==> config.mk <==
export PLATFORM = sky130hd
export DESIGN_NAME = fetch_unit
export DESIGN_NICKNAME = d
export VERILOG_FILES = /design/src/core_pkg.sv /design/src/fetch_unit.sv
export SDC_FILE = /design/constraint.sdc
export NUM_CORES = 1
export LEC_CHECK = 0
export BUFFER_PORTS_ARGS = -buffer_cell sky130_fd_sc_hd__buf_2
export CAP_MARGIN = 30
export CORE_MARGIN = 4
export CORE_UTILIZATION = 45
export CTS_BUF_LIST = sky130_fd_sc_hd__clkbuf_2 sky130_fd_sc_hd__clkbuf_4 sky130_fd_sc_hd__clkbuf_8
export DETAILED_ROUTE_END_ITERATION = 7
export GPL_TIMING_DRIVEN = 0
export PLACE_DENSITY = 0.75
export SLEW_MARGIN = 10
export SYNTH_ARGS = -nofsm -noshare
export SYNTH_HDL_FRONTEND = slang
export SYNTH_SLANG_ARGS = --single-unit
==> constraint.sdc <==
create_clock -name clk -period 2.3 [get_ports clk]
set_input_delay 0.23 -clock clk [delete_from_list [all_inputs] [get_ports clk]]
set_output_delay 0.23 -clock clk [all_outputs]
set_load 0.01 [all_outputs]
==> src/core_pkg.sv <==
package core_pkg;

  localparam int xlen = 32;
  localparam int arch_regs = 32;
  localparam int phys_regs = 64;
  localparam int window_depth = 8;
  localparam int rob_depth = 16;

  typedef logic [$clog2(arch_regs)-1:0] areg_t;
  typedef logic [$clog2(phys_regs)-1:0] preg_t;
  typedef logic [$clog2(rob_depth)-1:0] rob_tag_t;

  typedef enum logic [2:0] {
    alu_add,
    alu_sub,
    alu_and,
    alu_or,
    alu_xor,
    alu_slt
  } alu_op_t;

  // MIPS major opcodes
  localparam logic [5:0] opc_rtype = 6'h00;
  localparam logic [5:0] opc_addi = 6'h08;
  localparam logic [5:0] opc_andi = 6'h0c;
  localparam logic [5:0] opc_ori = 6'h0d;
  localparam logic [5:0] opc_xori = 6'h0e;

  // R-type funct field
  localparam logic [5:0] fn_add = 6'h20;
  localparam logic [5:0] fn_sub = 6'h22;
  localparam logic [5:0] fn_and = 6'h24;
  localparam logic [5:0] fn_or = 6'h25;
  localparam logic [5:0] fn_xor = 6'h26;
  localparam logic [5:0] fn_slt = 6'h2a;

endpackage

==> src/fetch_unit.sv <==
module fetch_unit (
  input  logic                      clk,
  input  logic                      rst,
  input  logic                      inst_mem_ready,
  input  logic [core_pkg::xlen-1:0] inst_in,
  input  logic                      id_ready,
  output logic [core_pkg::xlen-1:0] inst_address,
  output logic                      inst_mem_read,
  output logic                      if_valid,
  output logic [core_pkg::xlen-1:0] if_inst
);
  import core_pkg::*;

  logic pending;
  logic issue;

  // One request in flight, so the holding register is free when the word lands
  assign issue = !pending && (!if_valid || id_ready);

  always_ff @(posedge clk) begin
    if (rst) begin
      inst_address <= '0;
      inst_mem_read <= 1'b0;
      pending <= 1'b0;
      if_valid <= 1'b0;
    end else begin
      inst_mem_read <= issue;
      if (inst_mem_ready) begin
        pending <= 1'b0;
        inst_address <= inst_address + xlen'(4);
      end else if (issue) begin
        pending <= 1'b1;
      end
      if (inst_mem_ready) begin
        if_valid <= 1'b1;
      end else if (id_ready) begin
        if_valid <= 1'b0;
      end
    end
  end

  always_ff @(posedge clk) begin
    if (inst_mem_ready) begin
      if_inst <= inst_in;
    end
  end

endmodule

==> flow_summary_export.csv, run 1 <==
group,metric,value,unit
detailed_routing,drcViolationCount,0,
cells_and_area,drive_gt1_frac,0.387,
detailed_routing,antenna_left,0,
placement,routabilityCongestion,0.870,
yosys,synth_cell_types,34,
yosys,synthArstFlopShare,0,
pwr,power,2.48,mW
detailed_routing,drt_iter0_drc,64,
sta,max_freq,0.455,GHz
setup_path,critPathKind,"flop to flop",
cells_and_area,fin_nets,363,
min_path,hold_depth,1,
cells_and_area,nFillCells,473,
sta,post-route-period-util,0.956,
min_path,hp-start,"inst_in[15]",
sta,finalHoldViolCount,0,
cells_and_area,fin_cells,403,
floorplanning,die-area,6890,sq um
status,status,"complete, no violations",
sta,fin_crit,2.20,ns
setup_path,endpoint_kind,"flop",
grt,grt_max_degree,34,
yosys,synth_ff_type,"dfxtp_1",
floorplanning,row_count,27,
setup_path,worstPathRequired,2.53,ns
clocking,cts_buffers,9,
detailed_routing,totalWireLength,5950,um
cells_and_area,multi_input_area,836,sq um
detailed_routing,dr_total_vias,2103,
clocking,cts_max_level,3,
floorplanning,initial_core_util,0.463,
placement,placed_cells,386,
setup_path,crit_path_max_fanout,7,
sta,max_slew.worst_pin.slew,0.594,ns
yosys,syn-cell-area,2530,sq um
floorplanning,die_x,83.0,um
yosys,ys_seq_elements,65,
setup_path,r2r_start,"inst_address[18]",
setup_path,crit_chain,"nand4_1 -> or4_1 -> nor4_1 -> mux2_2",
floorplanning,core,5470,sq um
pwr,ir_worst_vdd,523,uV
pwr,p_leak,1.37,nW
placement,place_area,3120,sq um
placement,dp_hpwl,4310,um
setup_path,crit_arrival,2.42,ns
grt,grt_pass1_vias,2011,
setup_path,ff2ff_path_depth,4,
cells_and_area,syn_to_final_growth,32.4,%
yosys,synth_edf_count,32,
clocking,cts-root-buf,"clkbuf_8",
placement,numPortBuffers,98,
setup_path,crit_family,"simple AND/OR/NAND/NOR gates",
yosys,avgSynthCellArea,11.8,sq um
grt,antenna_found_initial,0,
setup_path,timing.rr.end,"inst_address[31]",
detailed_routing,via_per_inst,5.22,
setup_path,worst-path-buf-inv,0,
flow_run,maxCapViolCount,0,
setup_path,max_stage_delay,0.65,ns
min_path,min_path_type,"input port to flop",
cells_and_area,final_core_util,0.613,
detailed_routing,drt_pass1_iterations,4,
setup_path,slowest_stage,"or4_1",
pwr,p_per_area,739,nW/um^2
sta,setup_violations,0,
clocking,cts_tree,"built",
clocking,worstSkewPairLatency,0.33,ns
grt,grt_util_all_layers,0.176,
sta,finClkSkew,0.00428,ns
clocking,clk_pin_slew,0.07,ns
setup_path,r2r_slack,0.10,ns
grt,grt_pass1_wl,9650,um
cells_and_area,antenna_cells,0,
clocking,cts.sinks,65,
sta,slew_viol_final,0,
cells_and_area,regArea,1630,sq um
yosys,syn_inst,215,
detailed_routing,wl_per_cell,14.8,um
grt,grt_remaining_overflow,0,
clocking,cts_buffer_depth,2,
floorplanning,pin_count,102,
floorplanning,fp.dieH,83.0,um
yosys,seq_area_frac_synth,0.640,
setup_path,startpoint_type,"flop",
sta,relSlewSlack,0.601,
cells_and_area,post-route-cell-area,3360,sq um
yosys,yosysWarnings,0,
min_path,hold_end,"if_inst[15]",
## logic make-up after synthesis
logic type,count (synthesis),synth area share
mux,5,0.0217
buf+inv,21,0.0351
fa+ha+maj,1,0.00494
other cells,1,0.00148
simple gates,83,0.188
xor+xnor,12,0.0415
compound gates,27,0.0672
flops,65,0.640
## power breakdown
part / switching (mW) / leakage, nW / total, mW / internal (mW)
clock: 0.396 / 0.112 / 1.04 / 0.642
sequential: 0.0173 / 0.582 / 1.29 / 1.27
combinational: 0.0872 / 0.672 / 0.153 / 0.0657
## state kept, by name, summed over array words and instances, names as in the netlist
| signal | flops |
|---|---|
| if_inst | 32 |
| inst_address | 30 |
| inst_mem_read | 1 |
| pending | 1 |
| if_valid | 1 |
## layout by cell type (no fill, tap or decap), types with 8 or more instances in the layout
master,count
nor2_1,20
a21oi_1,13
clkbuf_1,8
inv_1,8
nand3_1,10
buf_2,99
clkbuf_8,9
nor4_1,8
nand4_1,8
nand2_1,8
or4_1,8
edfxtp_1,32
xnor2_1,10
dfxtp_1,30
## Yosys cell counts, types with 8 or more instances
cell type | instances | area, sq um
edfxtp_1 | 32 | 961
nand2_1 | 8 | 30.0
or4_1 | 8 | 60.1
xnor2_1 | 10 | 87.6
nand3_1 | 10 | 50.1
nand4_1 | 8 | 50.1
a21oi_1 | 13 | 65.1
dfxtp_1 | 33 | 661
clkbuf_1 | 8 | 30.0
inv_1 | 8 | 30.0
nor4_1 | 8 | 50.1
nor2_1 | 20 | 75.1
## through the flow
stage	TNS [ns]	hold WS [ns]	worst slack, ns
finish	0	0.0699	0.101
global route	-0.0315	0.0446	-0.0315
CTS	0	0.0548	0.0997
detailed placement	-0.537	0.408	-0.146
global placement	-0.417	0.407	-0.131
floorplan	0	0.329	0.292
## area by class of cell
cell class	instances	share of cell area
buffer	13	0.0175
clock buffer	12	0.0436
clock inverter	4	0.0205
inverter	8	0.00895
multi-input combinational	130	0.249
sequential	65	0.484
tap	72	0.0268
timing repair buffer	99	0.149
## per-layer routing
metal  routed length (um)  global-route usage  vias up
met2                 2710               0.265      106
met3                  509              0.0694       13
met1                 2610               0.220      962
met5                    0                   0        -
met4                  127              0.0847        0
li1                     -                   -     1022
## worst max path at each step
stage	from	end	slack, ns	cells after the start
final	inst_address[18]	inst_address[31]	0.10	4
after global placement	inst_mem_ready	inst_address[16]	-0.13	6
after global routing	inst_address[18]	inst_address[31]	-0.03	4
after CTS	inst_address[4]	inst_address[24]	0.1	4
after floorplan	inst_address[8]	inst_address[31]	0.29	5
after detailed placement	inst_mem_ready	inst_address[16]	-0.15	6
## worst register-to-register path, cell delays in order, from the launching register on
cell and delay (ns):
dfxtp_1 0.45, nand4_1 0.27, or4_1 0.65, nor4_1 0.35, mux2_2 0.37
## timing repair
action	in CTS	in global routing
endpoints found under the setup margin	0	6
buffers inserted	0	1
resized for setup	0	5
hold buffers	0	0
endpoints found under the hold margin	0	0
Note: power is estimated with default switching activity, not from simulation.
==> run 2: changes to the inputs <==
--- a/config.mk
+++ b/config.mk
@@ -8,11 +8,11 @@
 export BUFFER_PORTS_ARGS = -buffer_cell sky130_fd_sc_hd__buf_2
 export CAP_MARGIN = 30
 export CORE_MARGIN = 4
-export CORE_UTILIZATION = 45
+export CORE_UTILIZATION = 50
 export CTS_BUF_LIST = sky130_fd_sc_hd__clkbuf_2 sky130_fd_sc_hd__clkbuf_4 sky130_fd_sc_hd__clkbuf_8
 export DETAILED_ROUTE_END_ITERATION = 7
 export GPL_TIMING_DRIVEN = 0
-export PLACE_DENSITY = 0.75
+export PLACE_DENSITY = 0.82
 export SLEW_MARGIN = 10
 export SYNTH_ARGS = -nofsm -noshare
 export SYNTH_HDL_FRONTEND = slang
==> run 2 against run 1 <==
Hold slack improved by 0.0067 ns. Clock power decreased by 19%. Sequential share of layout area increased by 0.75 points. Global-route usage increased by 1.5 points. Sequential power about the same. Largest cell class unchanged. Worst setup slack improved by 0.060 ns. Critical path depth unchanged. Routed wire length increased by 0.20%. Critical endpoint unchanged. Core utilization increased by 7.2 points. Via count decreased by 0.19%. Flip-flop and latch count unchanged. Largest power group unchanged.
==> flow_summary_export.csv, run 2 (same netlist as run 1, synthesis figures left out) <==
group,metric,value,unit
status,status,"complete, no violations",
sta,max_slew.worst_pin.slew,0.577,ns
setup_path,crit_chain,"nand4_1 -> or4_1 -> nor4_1 -> mux2_2",
detailed_routing,via_per_inst,5.29,
cells_and_area,antenna_cells,0,
setup_path,worstPathRequired,2.51,ns
min_path,min_path_type,"input port to flop",
sta,slew_viol_final,0,
grt,grt_max_degree,34,
floorplanning,pin_count,102,
clocking,worstSkewPairLatency,0.33,ns
clocking,cts.sinks,65,
sta,rsz0062_at_grt,"no",
cells_and_area,layout_common_cells,"buf_2 (99), edfxtp_1 (32), dfxtp_1 (31)",
cells_and_area,top_register,"if_inst",
pwr,ir_worst_vdd,465,uV
placement,placed_cells,381,
clocking,holdBufCountCts,0,
floorplanning,core,4820,sq um
detailed_routing,wl_per_cell,15.0,um
grt,antenna_found_initial,0,
pwr,pwr-share-clk,0.370,
setup_path,critPathKind,"flop to flop",
setup_path,slowest_stage,"or4_1",
clocking,cts-root-buf,"clkbuf_8",
clocking,postCtsSetupBuffers,0,
pwr,p_leak,1.34,nW
grt,grt_util_all_layers,0.190,
clocking,cts_tree,"built",
clocking,clk_pin_slew,0.07,ns
setup_path,crit_path_max_fanout,7,
pwr,power_frac_comb,0.067,
pwr,p_sw,498,uW
floorplanning,die_x,79.2,um
cells_and_area,fin_nets,362,
sta,setup_violations,0,
cells_and_area,largest_reg_flops,32,
sta,finClkSkew,0.00794,ns
grt,grt_pass1_wl,9220,um
flow_run,maxCapViolCount,0,
setup_path,worst-path-buf-inv,0,
detailed_routing,drt_pass1_iterations,4,
floorplanning,fp.dieH,79.2,um
setup_path,crit_family,"simple AND/OR/NAND/NOR gates",
cells_and_area,layout_commonest_cell,"buf_2",
sta,post-route-period-util,0.930,
detailed_routing,dr_total_vias,2099,
grt,grt_pass1_vias,1960,
detailed_routing,drt_iter0_drc,69,
detailed_routing,antenna_left,0,
pwr,p_int,1.79,mW
pwr,p_per_area,693,nW/um^2
placement,numPortBuffers,98,
setup_path,crit_arrival,2.35,ns
cells_and_area,fin_cells,397,
detailed_routing,drcViolationCount,0,
placement,routabilityCongestion,0.804,
pwr,p_seq_frac,0.563,
cells_and_area,reg_top3,"if_inst: 32 flops, inst_address: 30 flops",
setup_path,endpoint_kind,"flop",
sta,max_freq,0.468,GHz
sta,fin_setup_tns,0,ns
setup_path,startpoint_type,"flop",
cells_and_area,syn_to_final_growth,30.3,%
pwr,swShare,0.218,
sta,fin_crit,2.14,ns
clocking,cts_max_level,3,
grt,grt_remaining_overflow,0,
sta,finalHoldViolCount,0,
floorplanning,die-area,6270,sq um
pwr,power,2.29,mW
floorplanning,row_count,25,
placement,dp_hpwl,4360,um
clocking,cts_buffers,9,
floorplanning,initial_core_util,0.526,
setup_path,max_stage_delay,0.64,ns
cells_and_area,drive_gt1_frac,0.382,
clocking,cts_buffer_depth,2,
sta,relSlewSlack,0.613,
detailed_routing,totalWireLength,5970,um
run 2: cell count changes in the layout (fill, tap and decap cells not counted):
| cell | previous run | this run |
|---|---|---|
| dfxtp_1 | 30 | 31 |
| bufinv_16 | 2 | 0 |
| clkbuf_8 | 9 | 10 |
| clkinvlp_4 | 0 | 1 |
| buf_4 | 3 | 2 |
| dfxtp_2 | 3 | 2 |
run 2: metrics by stage:
| stage | instance area, sq um | util | hold slack [ns] | setup slack (ns) |
|---|---|---|---|---|
| floorplan | 2540 | - | 0.329 | 0.292 |
| global placement | 3110 | 0.646 | 0.406 | -0.151 |
| detailed placement | 3110 | 0.646 | 0.408 | -0.236 |
| CTS | 3290 | 0.683 | 0.0665 | 0.104 |
| global route | 3300 | 0.685 | 0.0607 | 0.00974 |
| finish | 3300 | 0.685 | 0.0766 | 0.161 |
run 2: worst paths after layout:
kind,startpoint,end,slack (ns),cells past startpoint
min,inst_in[30],if_inst[30],0.08,1
min reg2reg,pending,inst_mem_read,0.42,1
max,inst_address[18],inst_address[31],0.16,4
max reg2reg,inst_address[18],inst_address[31],0.16,4
run 2: area by class of cell:
class / instances / area, sq um
buffer: 13 / 58.8
fill: 402 / 1520
tap: 67 / 83.8
multi-input combinational: 130 / 836
timing repair buffer: 98 / 493
sequential: 65 / 1620
inverter: 8 / 30.0
clock inverter: 3 / 16.3
clock buffer: 13 / 160
run 2: per-layer routing:
metal	wire (um)	global-route usage
met4	121	0.0928
met1	2470	0.227
met5	0	0
met2	2740	0.309
met3	635	0.0635
run 2: what timing repair did:
action,4_1_cts,5_1_grt
resized for setup,0,4
hold endpoints to repair,0,0
endpoints found under the setup margin,0,4
run 2: power groups by stage:
| stage | logic, mW | registers [mW] | clock network [mW] |
|---|---|---|---|
| after global placement | 0.151 | 1.31 | 0 |
| after global routing | 0.168 | 1.29 | 0.924 |
| after CTS | 0.155 | 1.29 | 0.867 |
| after detailed placement | 0.155 | 1.31 | 0 |
| final | 0.154 | 1.29 | 0.846 |
| after floorplan | 0.0297 | 1.34 | 0 |
==> run 3: changes to the inputs <==
--- a/config.mk
+++ b/config.mk
@@ -5,7 +5,7 @@
 export SDC_FILE = /design/constraint.sdc
 export NUM_CORES = 1
 export LEC_CHECK = 0
-export BUFFER_PORTS_ARGS = -buffer_cell sky130_fd_sc_hd__buf_2
+export BUFFER_PORTS_ARGS = -buffer_cell sky130_fd_sc_hd__buf_4
 export CAP_MARGIN = 30
 export CORE_MARGIN = 4
 export CORE_UTILIZATION = 50
@@ -17,3 +17,4 @@
 export SYNTH_ARGS = -nofsm -noshare
 export SYNTH_HDL_FRONTEND = slang
 export SYNTH_SLANG_ARGS = --single-unit
+export TNS_END_PERCENT = 30
==> run 3 against run 2 <==
Register-to-register slack worse by 0.09 ns. Fmax is 4.0% lower. Final area is 8.7% higher. Routed wire length is 4.3% higher. Global-route usage is 1.3 points higher. Power is 12% higher. Sequential share of layout area is 3.9 points lower. Flip-flop and latch count stayed put. Via count is 1.3% higher. Core utilization is 5.9 points higher.
==> flow_summary_export.csv, run 3 (same netlist as run 1, synthesis figures left out) <==
group,metric,value,unit
status,status,"complete, no violations",
sta,post-route-period-util,0.969,
setup_path,slowest_stage,"nor4_2",
detailed_routing,antenna_left,0,
grt,grt_pass1_wl,9710,um
cells_and_area,fin_nets,362,
flow_run,maxCapViolCount,0,
clocking,cts-root-buf,"clkbuf_8",
clocking,holdBufCountCts,0,
clocking,cts_max_level,3,
clocking,cts_tree,"built",
pwr,swShare,0.214,
pwr,p_sw,550,uW
clocking,cts_buffers,9,
setup_path,worstPathRequired,2.53,ns
cells_and_area,reg_top3,"if_inst: 32 flops, inst_address: 30 flops",
cells_and_area,layout_common_cells,"buf_4 (100), edfxtp_1 (32), dfxtp_1 (31)",
clocking,post_cts_resized,0,
sta,fin_setup_tns,0,ns
detailed_routing,via_per_inst,5.36,
detailed_routing,drcViolationCount,0,
min_path,min_path_type,"input port to flop",
sta,timing.hold.ws,0.0687,ns
detailed_routing,totalWireLength,6220,um
detailed_routing,drt_iter0_drc,75,
floorplanning,core,4820,sq um
setup_path,max_stage_delay,0.84,ns
pwr,pwr-share-clk,0.422,
grt,grt_remaining_overflow,0,
sta,fin_crit,2.23,ns
grt,antenna_found_initial,0,
setup_path,startpoint_type,"flop",
pwr,ir_worst_vdd,488,uV
sta,max_freq,0.449,GHz
grt,grt_util_all_layers,0.203,
sta,finalHoldViolCount,0,
cells_and_area,antenna_cells,0,
placement,dp_hpwl,4540,um
pwr,p_leak,1.40,nW
clocking,clk_pin_slew,0.07,ns
pwr,power_frac_comb,0.077,
cells_and_area,top_register,"if_inst",
sta,relSlewSlack,0.397,
cells_and_area,syn_to_final_growth,41.6,%
setup_path,crit_family,"simple AND/OR/NAND/NOR gates",
floorplanning,die-area,6270,sq um
detailed_routing,wl_per_cell,15.7,um
floorplanning,fp.dieH,79.2,um
detailed_routing,drt_pass1_iterations,4,
cells_and_area,drive_gt1_frac,0.385,
setup_path,endpoint_kind,"flop",
placement,routabilityCongestion,0.825,
sta,finClkSkew,0.00796,ns
floorplanning,row_count,25,
cells_and_area,largest_reg_flops,32,
setup_path,critPathKind,"flop to flop",
sta,rsz0062_at_grt,"yes",
setup_path,crit_chain,"nand3_1 -> nor4_2 -> nand4_1 -> mux2_2",
setup_path,crit_path_max_fanout,9,
cells_and_area,layout_commonest_cell,"buf_4",
pwr,p_int,2.02,mW
pwr,p_per_area,717,nW/um^2
clocking,cts.sinks,65,
clocking,cts_buffer_depth,2,
floorplanning,initial_core_util,0.526,
setup_path,crit_arrival,2.45,ns
detailed_routing,dr_total_vias,2126,
clocking,worstSkewPairLatency,0.34,ns
sta,setup_violations,0,
floorplanning,die_x,79.2,um
sta,slew_viol_final,0,
pwr,p_seq_frac,0.502,
grt,grt_max_degree,34,
clocking,postCtsSetupBuffers,0,
placement,numPortBuffers,98,
floorplanning,pin_count,102,
setup_path,worst-path-buf-inv,0,
sta,max_slew.worst_pin.slew,0.897,ns
grt,grt_pass1_vias,1971,
## run 3: worst paths after layout
check | start | to | cells past startpoint | slack, ns
min reg2reg | pending | inst_mem_read | 1 | 0.43
min | inst_in[13] | if_inst[13] | 1 | 0.07
max reg2reg | inst_address[4] | inst_address[24] | 4 | 0.07
max | inst_address[4] | inst_address[24] | 4 | 0.07
## run 3: cell type report
| cell class | count | area [sq um] |
|---|---|---|
| plain buffers | 13 | 58.8 |
| clock buffers | 10 | 138 |
| clock inverters | 6 | 91.3 |
| fillers | 357 | 1230 |
| inverters | 8 | 30.0 |
| multi-input cells | 130 | 827 |
| flip-flops and latches | 65 | 1620 |
| well taps | 67 | 83.8 |
| repair buffers | 98 | 736 |
## run 3: power groups by stage
stage / clock [mW] / sequential (mW) / combinational, mW
CTS: 1.11 / 1.29 / 0.200
detailed placement: 0 / 1.32 / 0.199
global placement: 0 / 1.32 / 0.193
global route: 1.16 / 1.29 / 0.212
floorplan: 0 / 1.34 / 0.0297
finish: 1.08 / 1.29 / 0.197
## run 3: worst register-to-register path: stages (launching register included)
cell and delay, ns:
dfxtp_1 0.44, nand3_1 0.32, nor4_2 0.84, nand4_1 0.21, mux2_2 0.31
## run 3: metal layers
layer  track usage  wire, um  share of wire  vias to the layer above
li1              -         -              -                     1016
met1         0.251      2590           0.42                     1000
met2         0.323      2900           0.47                      104
met3        0.0692       680           0.11                        6
met4        0.0876        48         0.0077                        0
met5             0         0              0                        -
## run 3: through the flow
stage | util | area (sq um) | total power [mW] | std cells | setup WS [ns]
6_report | 0.745 | 3590 | 2.57 | 397 | 0.0713
5_1_grt | 0.745 | 3590 | 2.66 | 397 | -0.0180
4_1_cts | 0.744 | 3590 | 2.60 | 397 | 0.108
3_5_place_dp | 0.697 | 3360 | 1.52 | 381 | 0.0326
3_3_place_gp | 0.697 | 3360 | 1.51 | 381 | 0.0535
2_1_floorplan | - | 2540 | 1.37 | 216 | 0.292
